**config.mk**
```make
export PLATFORM = sky130hd
export DESIGN_NAME = spi_slave_top
export DESIGN_NICKNAME = d
export VERILOG_FILES = /design/src/design/spi_pkg.sv /design/src/design/spi_slave_top.sv /design/src/design/spi_shift_path.sv /design/src/design/spi_frame_fsm.sv /design/src/design/spi_bit_counter.sv /design/src/design/spi_pin_sync.sv
export SDC_FILE = /design/constraint.sdc
export NUM_CORES = 1
export LEC_CHECK = 0
export BUFFER_PORTS_ARGS = -buffer_cell sky130_fd_sc_hd__buf_2
export CAP_MARGIN = 15
export CORE_UTILIZATION = 25
export CTS_BUF_LIST = sky130_fd_sc_hd__clkbuf_16
export CTS_CLUSTER_DIAMETER = 60
export DETAILED_ROUTE_END_ITERATION = 6
export GPL_TIMING_DRIVEN = 0
export PLACE_DENSITY = 0.45
export SKIP_CTS_REPAIR_TIMING = 1
export SYNTH_ARGS = -nofsm -noshare
export SYNTH_HDL_FRONTEND = slang
export SYNTH_HIERARCHICAL = 1
export SYNTH_SLANG_ARGS = --single-unit
```
**constraint.sdc**
```tcl
create_clock -name clk -period 4.5 [get_ports clk]
set_input_delay 0.45 -clock clk [delete_from_list [all_inputs] [get_ports clk]]
set_output_delay 0.45 -clock clk [all_outputs]
set_load 0.05 [all_outputs]
```
**src/design/spi_pkg.sv**
```systemverilog
package spi_pkg;

  // bits per byte on the wire as frames are whole bytes
  localparam int byte_width = 8;

  // pin events in the clk domain
  typedef struct packed {
    logic sck_rise;   // sample point in mode 0
    logic sck_fall;   // shift-out point
    logic sel_active; // level while select is asserted
    logic sel_start;  // select falling edge
    logic sel_end;    // select rising edge
    logic mosi_bit;   // synchronized data at the same age as the sck edge
  } spi_events_t;

  // frame tracking
  typedef enum logic {
    idle,      // no frame on the bus
    shifting   // select low, bits moving
  } frame_state_t;

endpackage
```
**src/design/spi_slave_top.sv**
```systemverilog
`timescale 1ns/100ps

module spi_slave_top #(
  parameter int sync_stages = 3,
  parameter int count_width = 8
) (
  input  logic                            clk,
  input  logic                            arst_n,
  input  logic                            sck,
  input  logic                            ssel_n,
  input  logic                            mosi,
  input  logic [spi_pkg::byte_width-1:0]  tx_byte,
  output logic                            miso,
  output logic [spi_pkg::byte_width-1:0]  rx_byte,
  output logic                            byte_valid,
  output logic                            frame_error,
  output logic [count_width-1:0]          frame_count
);

  spi_pkg::spi_events_t  events;
  spi_pkg::frame_state_t state;   // observed by the testbench

  logic bit_inc;
  logic count_clr;
  logic last_bit;
  logic mid_byte;
  logic sample_en;
  logic byte_done;
  logic shift_out_en;
  logic tx_load;

  spi_pin_sync #(
    .sync_stages (sync_stages)
  ) u_pin_sync (
    .clk    (clk),
    .arst_n (arst_n),
    .sck    (sck),
    .ssel_n (ssel_n),
    .mosi   (mosi),
    .events (events)
  );

  spi_bit_counter u_bit_counter (
    .clk       (clk),
    .arst_n    (arst_n),
    .count_clr (count_clr),
    .bit_inc   (bit_inc),
    .last_bit  (last_bit),
    .mid_byte  (mid_byte)
  );

  spi_frame_fsm #(
    .count_width (count_width)
  ) u_frame_fsm (
    .clk          (clk),
    .arst_n       (arst_n),
    .events       (events),
    .last_bit     (last_bit),
    .mid_byte     (mid_byte),
    .bit_inc      (bit_inc),
    .count_clr    (count_clr),
    .sample_en    (sample_en),
    .byte_done    (byte_done),
    .shift_out_en (shift_out_en),
    .tx_load      (tx_load),
    .byte_valid   (byte_valid),
    .frame_error  (frame_error),
    .frame_count  (frame_count),
    .state        (state)
  );

  spi_shift_path u_shift_path (
    .clk          (clk),
    .arst_n       (arst_n),
    .events       (events),
    .sample_en    (sample_en),
    .byte_done    (byte_done),
    .shift_out_en (shift_out_en),
    .tx_load      (tx_load),
    .tx_byte      (tx_byte),
    .rx_byte      (rx_byte),
    .miso         (miso)
  );

endmodule

```
**src/design/spi_shift_path.sv**
```systemverilog
`timescale 1ns/100ps

module spi_shift_path (
  input  logic                            clk,
  input  logic                            arst_n,
  input  spi_pkg::spi_events_t            events,
  input  logic                            sample_en,
  input  logic                            byte_done,
  input  logic                            shift_out_en,
  input  logic                            tx_load,
  input  logic [spi_pkg::byte_width-1:0]  tx_byte,
  output logic [spi_pkg::byte_width-1:0]  rx_byte,
  output logic                            miso
);

  logic [spi_pkg::byte_width-1:0] rx_shift;  // msb first receive
  logic [spi_pkg::byte_width-1:0] rx_next;   // shift value incl the current bit
  logic [spi_pkg::byte_width-1:0] tx_shift;  // msb drives miso

  assign rx_next = {rx_shift[spi_pkg::byte_width-2:0], events.mosi_bit};

  // receive shift and holding registers
  always_ff @(posedge clk)
  begin
    if (sample_en)
    begin
      rx_shift <= rx_next;
      if (byte_done)
        rx_byte <= rx_next;  // hold until the next full byte
    end
  end

  always_ff @(posedge clk or negedge arst_n)
  begin
    if (!arst_n)
      tx_shift <= '0;        // miso low out of reset
    else if (tx_load)
      tx_shift <= tx_byte;   // only sampled here
    else if (shift_out_en)
      tx_shift <= {tx_shift[spi_pkg::byte_width-2:0], 1'b0};
  end

  // single slave so miso is never released
  assign miso = tx_shift[spi_pkg::byte_width-1];

endmodule

```
**src/design/spi_frame_fsm.sv**
```systemverilog
`timescale 1ns/100ps

module spi_frame_fsm #(
  parameter int count_width = 8
) (
  input  logic                      clk,
  input  logic                      arst_n,
  input  spi_pkg::spi_events_t      events,
  input  logic                      last_bit,
  input  logic                      mid_byte,
  output logic                      bit_inc,
  output logic                      count_clr,
  output logic                      sample_en,
  output logic                      byte_done,
  output logic                      shift_out_en,
  output logic                      tx_load,
  output logic                      byte_valid,
  output logic                      frame_error,
  output logic [count_width-1:0]    frame_count,
  output spi_pkg::frame_state_t     state
);

  logic in_frame;      // shifting with select still low
  logic byte_pending;  // a byte finished so the next fall reloads tx

  assign in_frame = (state == spi_pkg::shifting) && events.sel_active;

  // controls straight from state and events
  always_comb
  begin
    count_clr    = ~events.sel_active;
    bit_inc      = in_frame & events.sck_rise;
    sample_en    = bit_inc;                  // every sampled bit enters rx
    byte_done    = bit_inc & last_bit;       // eighth bit of a byte
    // reload on frame start or first fall after a completed byte
    tx_load      = events.sel_start | (in_frame & events.sck_fall & byte_pending);
    shift_out_en = in_frame & events.sck_fall & ~byte_pending & ~events.sel_start;
  end

  always_ff @(posedge clk or negedge arst_n)
  begin
    if (!arst_n)
    begin
      state        <= spi_pkg::idle;
      byte_pending <= 1'b0;
      byte_valid   <= 1'b0;
      frame_error  <= 1'b0;
      frame_count  <= '0;
    end
    else
    begin
      case (state)
        spi_pkg::idle:     if (events.sel_start) state <= spi_pkg::shifting;
        spi_pkg::shifting: if (events.sel_end) state <= spi_pkg::idle;
        default:           state <= spi_pkg::idle;
      endcase
      if (events.sel_start || tx_load)
        byte_pending <= 1'b0;      // new frame or reload consumed it
      else if (byte_done)
        byte_pending <= 1'b1;
      byte_valid  <= byte_done;    // one-cycle strobe in step with rx_byte
      // partial byte when select rises with bits in the counter
      frame_error <= (state == spi_pkg::shifting) & events.sel_end & mid_byte;
      if (events.sel_start)
        frame_count <= frame_count + count_width'(1);  // wraps
    end
  end

  a_valid_in_frame : assert property (@(posedge clk) disable iff (!arst_n)
    byte_valid |-> (state == spi_pkg::shifting) || $past(state == spi_pkg::shifting));

  a_load_shift_excl : assert property (@(posedge clk) disable iff (!arst_n)
    !(tx_load && shift_out_en));

endmodule

```
**src/design/spi_bit_counter.sv**
```systemverilog
`timescale 1ns/100ps

module spi_bit_counter (
  input  logic clk,
  input  logic arst_n,
  input  logic count_clr,
  input  logic bit_inc,
  output logic last_bit,
  output logic mid_byte
);

  localparam int cnt_width = $clog2(spi_pkg::byte_width);

  logic [cnt_width-1:0] bit_cnt;  // bit position inside the current byte

  always_ff @(posedge clk or negedge arst_n)
  begin
    if (!arst_n)
      bit_cnt <= '0;
    else if (count_clr)
      bit_cnt <= '0;            // clear wins while select is inactive
    else if (bit_inc)
    begin
      if (last_bit)
        bit_cnt <= '0;          // wrap at the byte boundary
      else
        bit_cnt <= bit_cnt + cnt_width'(1);
    end
  end

  assign last_bit = (bit_cnt == cnt_width'(spi_pkg::byte_width - 1));
  assign mid_byte = (bit_cnt != '0);  // some bits of a byte already taken

  // the FSM only counts bits while the select is held so these never meet
  a_inc_clr_excl : assert property (@(posedge clk) disable iff (!arst_n)
    !(bit_inc && count_clr));

endmodule

```
**src/design/spi_pin_sync.sv**
```systemverilog
`timescale 1ns/100ps

module spi_pin_sync #(
  parameter int sync_stages = 3
) (
  input  logic                clk,
  input  logic                arst_n,
  input  logic                sck,
  input  logic                ssel_n,
  input  logic                mosi,
  output spi_pkg::spi_events_t events
);

  // index 0 is the newest stage and sync_stages-1 the oldest
  logic [sync_stages-1:0] sck_q;
  logic [sync_stages-1:0] ssel_q;
  logic [sync_stages-1:0] mosi_q;

  logic sck_old;
  logic sck_new;
  logic sel_old;
  logic sel_new;

  always_ff @(posedge clk or negedge arst_n)
  begin
    if (!arst_n)
    begin
      sck_q  <= '0;  // sck idles low in mode 0
      ssel_q <= '1;  // deselected
      mosi_q <= '0;
    end
    else
    begin
      sck_q  <= {sck_q[sync_stages-2:0], sck};
      ssel_q <= {ssel_q[sync_stages-2:0], ssel_n};
      mosi_q <= {mosi_q[sync_stages-2:0], mosi};
    end
  end

  // edge detection on the two oldest stages
  assign sck_old = sck_q[sync_stages-1];
  assign sck_new = sck_q[sync_stages-2];
  assign sel_old = ssel_q[sync_stages-1];
  assign sel_new = ssel_q[sync_stages-2];

  always_comb
  begin
    events.sck_rise   = ~sck_old & sck_new;
    events.sck_fall   = sck_old & ~sck_new;
    events.sel_active = ~sel_new;           // active low pin
    events.sel_start  = sel_old & ~sel_new; // frame opens
    events.sel_end    = ~sel_old & sel_new; // frame closes
    // mosi taken at the same depth as sck_new so data lines up with the rise
    events.mosi_bit   = mosi_q[sync_stages-2];
  end

endmodule

```
==> metrics, run 1 <==
via count of the routed design 1023; clock root buffer master sky130_fd_sc_hd__clkbuf_16; total number of nets in the final design 176; Top delay family on crit path simple AND/OR/NAND/NOR gates; maximum level of the CTS H-tree 2; cell breakdown of the critical path and2b_2 > and3_1 > buf_4 > and2_1; achievable frequency 0.578 GHz; Area contributors post-synth sky130_fd_sc_hd__dfrtp_1 40%, sky130_fd_sc_hd__edfxtp_1 25%, sky130_fd_sc_hd__mux2i_1 5.7%; number of buffers added on ports 31; die width 86.1 um; Reg-to-Reg Start u_pin_sync/sck_q[2]$_DFF_PN0_; data required time of the worst path 4.45 ns; Hold Path Class primary input to async pin; clk_lat worst skew 0.28 ns; number of distinct standard cells referenced by the synthesized netlist 30; final-report setup violation count 0; share of the synthesized area in the top cell type 0.396; WL per Instance 10.9 um; final count of hold timing violations 0; Synth Instances 121; post-synthesis sequential element count 46; largest stage delay on the critical path 0.36 ns; fraction of layout instances using a drive strength above 1 0.319; most common flop cell mapped by yosys sky130_fd_sc_hd__dfrtp_1; commonest non-fill, non-tap cells in the layout 31 x sky130_fd_sc_hd__buf_2, 28 x sky130_fd_sc_hd__dfrtp_1, 15 x sky130_fd_sc_hd__edfxtp_1; core box area 6830 um^2; Worst Setup End Kind flop; final-report max-slew violation count 0; first element of the critical path u_pin_sync/sck_q[2]$_DFF_PN0_; final weighted congestion in routability-driven placement 0.721; maximum number of pins on one net before global-route repair 32; clock buffer count from CTS 5; static leakage power 0.000962 uW; Antenna Cells 0; number of design rule violations left after detail routing 0; number of global-route vias before repair 1037; fin cells 256; ys async rst share 0.674; area leader, netlist sky130_fd_sc_hd__dfrtp_1; Routed Antenna Nets 0; Starting DRT DRC Count 24; clock sinks 46; FP Rows 30; GRT overflow 0; Placed Instances 248; via density per instance 4.00; signed area change from the synthesized netlist to the final layout 24.8%; DR pass1 iterations 4; Ports 32; arrival time reported for the critical path endpoint 1.68 ns; final-layout setup total negative slack 0 ns; share of the clock period used by the worst path after layout 0.385; mapped cell area 1770 um^2; Tmin final 1.73 ns; Power Density 508 nW/um^2; part of the Yosys area used for sequential elements 0.695; startpoint type of the worst setup path flop; Initial Utilization 0.259; GRT Total Usage 0.0873; crit path max fanout 8; dpl hpwl 2010 um; CTS max path bufs 2; Max Clock Skew 0.00640 ns; run status complete, no violations; Peak supply drop 182 uV; clock transition time at the flip-flop clock pins of the worst setup and hold paths 0.06 ns; count of buffering cells on the critical path with inverters included 1; Total Wirelength 2800 um; post-synthesis area per instance 14.6 um^2; leading cell type in the layout, fill and taps excluded sky130_fd_sc_hd__buf_2; chip height 86.1 um; worst slew pin tran 0.686 ns; clock tree from TritonCTS yes; RSZ-0062 raised after global routing no; initial antenna violation count 0; first-pass GRT wire length 4840 um; slowest library cell on the worst path sky130_fd_sc_hd__dfrtp_1; worst setup path category flop to flop; Slew headroom 0.542; number of flops mapped to enable cells by yosys 15; Die ar. 7420 um^2; total nets after synthesis 138; Warnings, synthesis 6; max-capacitance violation count 0
## cell families after synthesis
kind of cell	synth area share
compound gates	0.0361
mux	0.0629
simple gates	0.107
xor+xnor	0.0347
flops	0.695
buf+inv	0.0361
fa+ha+maj	0.0283
## area by class of cell
cell class                      instances  area [um^2]
Clock inverter                          3         37.5
Clock buffer                            5          125
Tap cell                               96          120
Sequential cell                        46         1230
Timing Repair Buffer                   31          155
Fill cell                             700         4620
Buffer                                  5         48.8
Multi-Input combinational cell         66          475
Inverter                                4         15.0
## path summary, 6_finish.rpt
| check | end | slack, ns | depth (start not counted) |
|---|---|---|---|
| max in group asynchronous | u_pin_sync/sck_q[2]$_DFF_PN0_ | 3.84 | 1 |
| min | u_frame_fsm/frame_count[6]$_DFFE_PN0P_ | 0.21 | 1 |
| max reg2reg | u_shift_path/rx_byte[1]$_DFFE_PP_ | 2.77 | 4 |
| min reg2reg | u_pin_sync/mosi_q[1]$_DFF_PN0_ | 0.35 | 0 |
| max | u_shift_path/rx_byte[1]$_DFFE_PP_ | 2.77 | 4 |
| min in group clk | u_pin_sync/ssel_q[0]$_DFF_PN1_ | 0.28 | 1 |
## metrics by stage
stage	util	setup slack (ns)	area (um^2)	hold slack [ns]	total power (uW)
3_5_place_dp	0.299	2.73	2040	0.342	734
3_3_place_gp	0.299	2.75	2040	0.336	729
5_1_grt	0.323	2.65	2210	0.269	1170
4_1_cts	0.323	2.73	2210	0.239	1140
2_1_floorplan	-	2.92	1770	0.154	676
6_report	0.323	2.77	2210	0.208	1120
## sequential cells by signal (all words and copies together), names as in the netlist, 2 cells and up
| register | flops |
|---|---|
| u_bit_counter/bit_cnt | 3 |
| u_frame_fsm/frame_count | 8 |
| u_pin_sync/mosi_q | 2 |
| u_pin_sync/sck_q | 3 |
| u_pin_sync/ssel_q | 3 |
| u_shift_path/rx_byte | 8 |
| u_shift_path/rx_shift | 7 |
| u_shift_path/tx_shift | 8 |
## power breakdown
| part | total [uW] | leakage (uW) | internal [uW] | switching (uW) |
|---|---|---|---|---|
| Sequential | 517 | 0.000521 | 478 | 39.8 |
| Clock | 398 | 0.0000826 | 258 | 140 |
| Combinational | 207 | 0.000358 | 63.2 | 144 |
## synthesized netlist by cell type, types with 2 or more instances
library cell               number
sky130_fd_sc_hd__and3_1         3
sky130_fd_sc_hd__o21ai_1        7
sky130_fd_sc_hd__nand2b_1       2
sky130_fd_sc_hd__buf_4          2
sky130_fd_sc_hd__nand2_1       11
sky130_fd_sc_hd__dfstp_2        3
sky130_fd_sc_hd__mux2i_1       10
sky130_fd_sc_hd__buf_6          3
sky130_fd_sc_hd__nor2b_1        2
sky130_fd_sc_hd__and2b_2        2
sky130_fd_sc_hd__xnor2_1        6
sky130_fd_sc_hd__dfrtp_1       28
sky130_fd_sc_hd__nor2_1         4
sky130_fd_sc_hd__edfxtp_1      15
sky130_fd_sc_hd__nand4_1        2
sky130_fd_sc_hd__ha_1           4
sky130_fd_sc_hd__inv_1          4
## metal layers
metal,share of wire,global-route usage
met1,0.46,0.103
met2,0.46,0.136
met4,0.025,0.0500
met5,0,0
met3,0.060,0.0327
Power figures use the tool's default switching activity.
==> run 2, diff against run 1 <==
- clock period: 4.5 -> 1.75 ns (I/O delays scaled with it)
==> run 2 against run 1 <==
Cell count increased by 1.6%. Final area increased by 1.9%. Via count up 1.5%. Critical path type unchanged. Critical endpoint unchanged. Highest routed layer unchanged.
==> metrics, run 2 (synthesized netlist as in run 1, its figures left out) <==
run status complete, no violations; worst setup path category flop to flop; Tmin final 1.62 ns; worst slew pin tran 0.688 ns; setup slack of the most critical reg-to-reg path 0.13 ns; clk_lat worst skew 0.28 ns; maximum number of pins on one net before global-route repair 32; data required time of the worst path 1.73 ns; internal power contribution 2060 uW; Routed Antenna Nets 0; static leakage power 0.000979 uW; count of buffering cells on the critical path with inverters included 1; switching portion of total power 0.288; Initial Utilization 0.259; combinational share of power 0.186; worst hold slack 0.112 ns; cell area reported after detailed placement 2040 um^2; signed area change from the synthesized netlist to the final layout 27.1%; global-route met1 utilization 0.103; Power Density 1290 nW/um^2; Reg-to-Reg Start u_pin_sync/sck_q[2]$_DFF_PN0_; Hold Path Class primary input to flop; CTS max path bufs 2; worst setup margin 0.131 ns; clock transition time at the flip-flop clock pins of the worst setup and hold paths 0.06 ns; FP Rows 30; met2 layer usage reported by global route 0.136; clock network fraction of total power 0.353; final-report max-slew violation count 0; cell depth of the worst flop-to-flop path 4; WL per Instance 10.8 um; final count of hold timing violations 0; total number of nets in the final design 180; number of global-route vias before repair 1037; core box area 6830 um^2; sequential fraction of design power 0.460; Starting DRT DRC Count 16; max-capacitance violation count 0; Hold Path Sink u_shift_path/tx_shift[4]$_DFFE_PN0P_; number of design rule violations left after detail routing 0; clock tree from TritonCTS yes; maximum level of the CTS H-tree 2; Peak supply drop 468 uV; DR pass1 iterations 4; fraction of layout instances using a drive strength above 1 0.317; Worst Hold Launch tx_byte[4]; Total Wirelength 2810 um; RSZ-0062 raised after global routing no; Max Clock Skew 0.00640 ns; dpl hpwl 2010 um; die width 86.1 um; RR Endpoint u_shift_path/rx_byte[1]$_DFFE_PP_; cell area after layout 2250 um^2; largest stage delay on the critical path 0.36 ns; crit path max fanout 8; achievable frequency 0.618 GHz; leading cell type in the layout, fill and taps excluded sky130_fd_sc_hd__buf_2; final-layout setup total negative slack 0 ns; Min-Delay Path Depth 3; switching component of the power 833 uW; clock root buffer master sky130_fd_sc_hd__clkbuf_16; Antenna Cells 0; via density per instance 3.99; GRT Total Usage 0.0873; Worst Setup End Kind flop; clock buffer count from CTS 5; Top delay family on crit path simple AND/OR/NAND/NOR gates; first-pass GRT wire length 4840 um; Slew headroom 0.542; slowest library cell on the worst path sky130_fd_sc_hd__dfrtp_1; via count of the routed design 1038; global routing met3 resource utilization 0.0327; clock sinks 46; final-report setup violation count 0; grt peak-use layer met2; worst slack at placement -0.0177 ns; share of the clock period used by the worst path after layout 0.925; arrival time reported for the critical path endpoint 1.59 ns; cell breakdown of the critical path and2b_2 > and3_1 > buf_4 > and2_2; Ports 32; initial antenna violation count 0; final weighted congestion in routability-driven placement 0.721; commonest non-fill, non-tap cells in the layout 31 x sky130_fd_sc_hd__buf_2, 28 x sky130_fd_sc_hd__dfrtp_1, 15 x sky130_fd_sc_hd__edfxtp_1; GRT overflow 0; chip height 86.1 um; largest registers in the final layout u_frame_fsm/frame_count: 8 flops, u_shift_path/rx_byte: 8 flops, u_shift_path/tx_shift: 8 flops; number of buffers added on ports 31; Die ar. 7420 um^2; startpoint type of the worst setup path flop
[run 2: layer usage]
metal | vias up | routed length [um] | share of wire
met2 | 27 | 1290 | 0.46
li1 | 501 | - | -
met5 | - | 0 | 0
met4 | 0 | 70 | 0.025
met3 | 8 | 157 | 0.056
met1 | 502 | 1290 | 0.46
[run 2: worst register-to-register path: stages, from the launching register on]
cell                      delay [ns]
sky130_fd_sc_hd__dfrtp_1        0.36
sky130_fd_sc_hd__and2b_2        0.21
sky130_fd_sc_hd__and3_1         0.27
sky130_fd_sc_hd__buf_4          0.21
sky130_fd_sc_hd__and2_2         0.27
[run 2: stage by stage]
stage / std cells / utilization / power [uW]
after CTS: 256 / 0.323 / 2930
final: 260 / 0.329 / 2890
after detailed placement: 248 / 0.299 / 1890
after global routing: 260 / 0.329 / 3020
after floorplan: 121 / - / 1740
after global placement: 248 / 0.299 / 1870
[run 2: layout make-up]
| class | instances | area [um^2] |
|---|---|---|
| clock inverters | 3 | 37.5 |
| well taps | 96 | 120 |
| inverters | 4 | 15.0 |
| plain buffers | 5 | 48.8 |
| fillers | 700 | 4580 |
| repair buffers | 35 | 195 |
| multi-input cells | 66 | 477 |
| flip-flops and latches | 46 | 1230 |
| clock buffers | 5 | 125 |
[run 2: worst max-delay path by stage]
stage               cells past startpoint  slack (ns)                           endpoint                          start
detailed placement                      4       -0.02  u_shift_path/rx_byte[7]$_DFFE_PP_  u_pin_sync/sck_q[2]$_DFF_PN0_
floorplan                               4        0.17  u_shift_path/rx_byte[0]$_DFFE_PP_  u_pin_sync/sck_q[2]$_DFF_PN0_
global placement                        4       0.003  u_shift_path/rx_byte[3]$_DFFE_PP_  u_pin_sync/sck_q[2]$_DFF_PN0_
global route                            4        0.04  u_shift_path/rx_byte[1]$_DFFE_PP_  u_pin_sync/sck_q[2]$_DFF_PN0_
CTS                                     4       -0.02  u_shift_path/rx_byte[1]$_DFFE_PP_  u_pin_sync/sck_q[2]$_DFF_PN0_
finish                                  4        0.13  u_shift_path/rx_byte[1]$_DFFE_PP_  u_pin_sync/sck_q[2]$_DFF_PN0_
[run 2: power by group through the flow]
stage	Sequential, uW	Clock [uW]	Combinational [uW]
after floorplan	1570	0	166
after global placement	1340	0	531
after detailed placement	1350	0	539
after CTS	1330	1060	538
after global routing	1350	1100	579
final	1330	1020	539
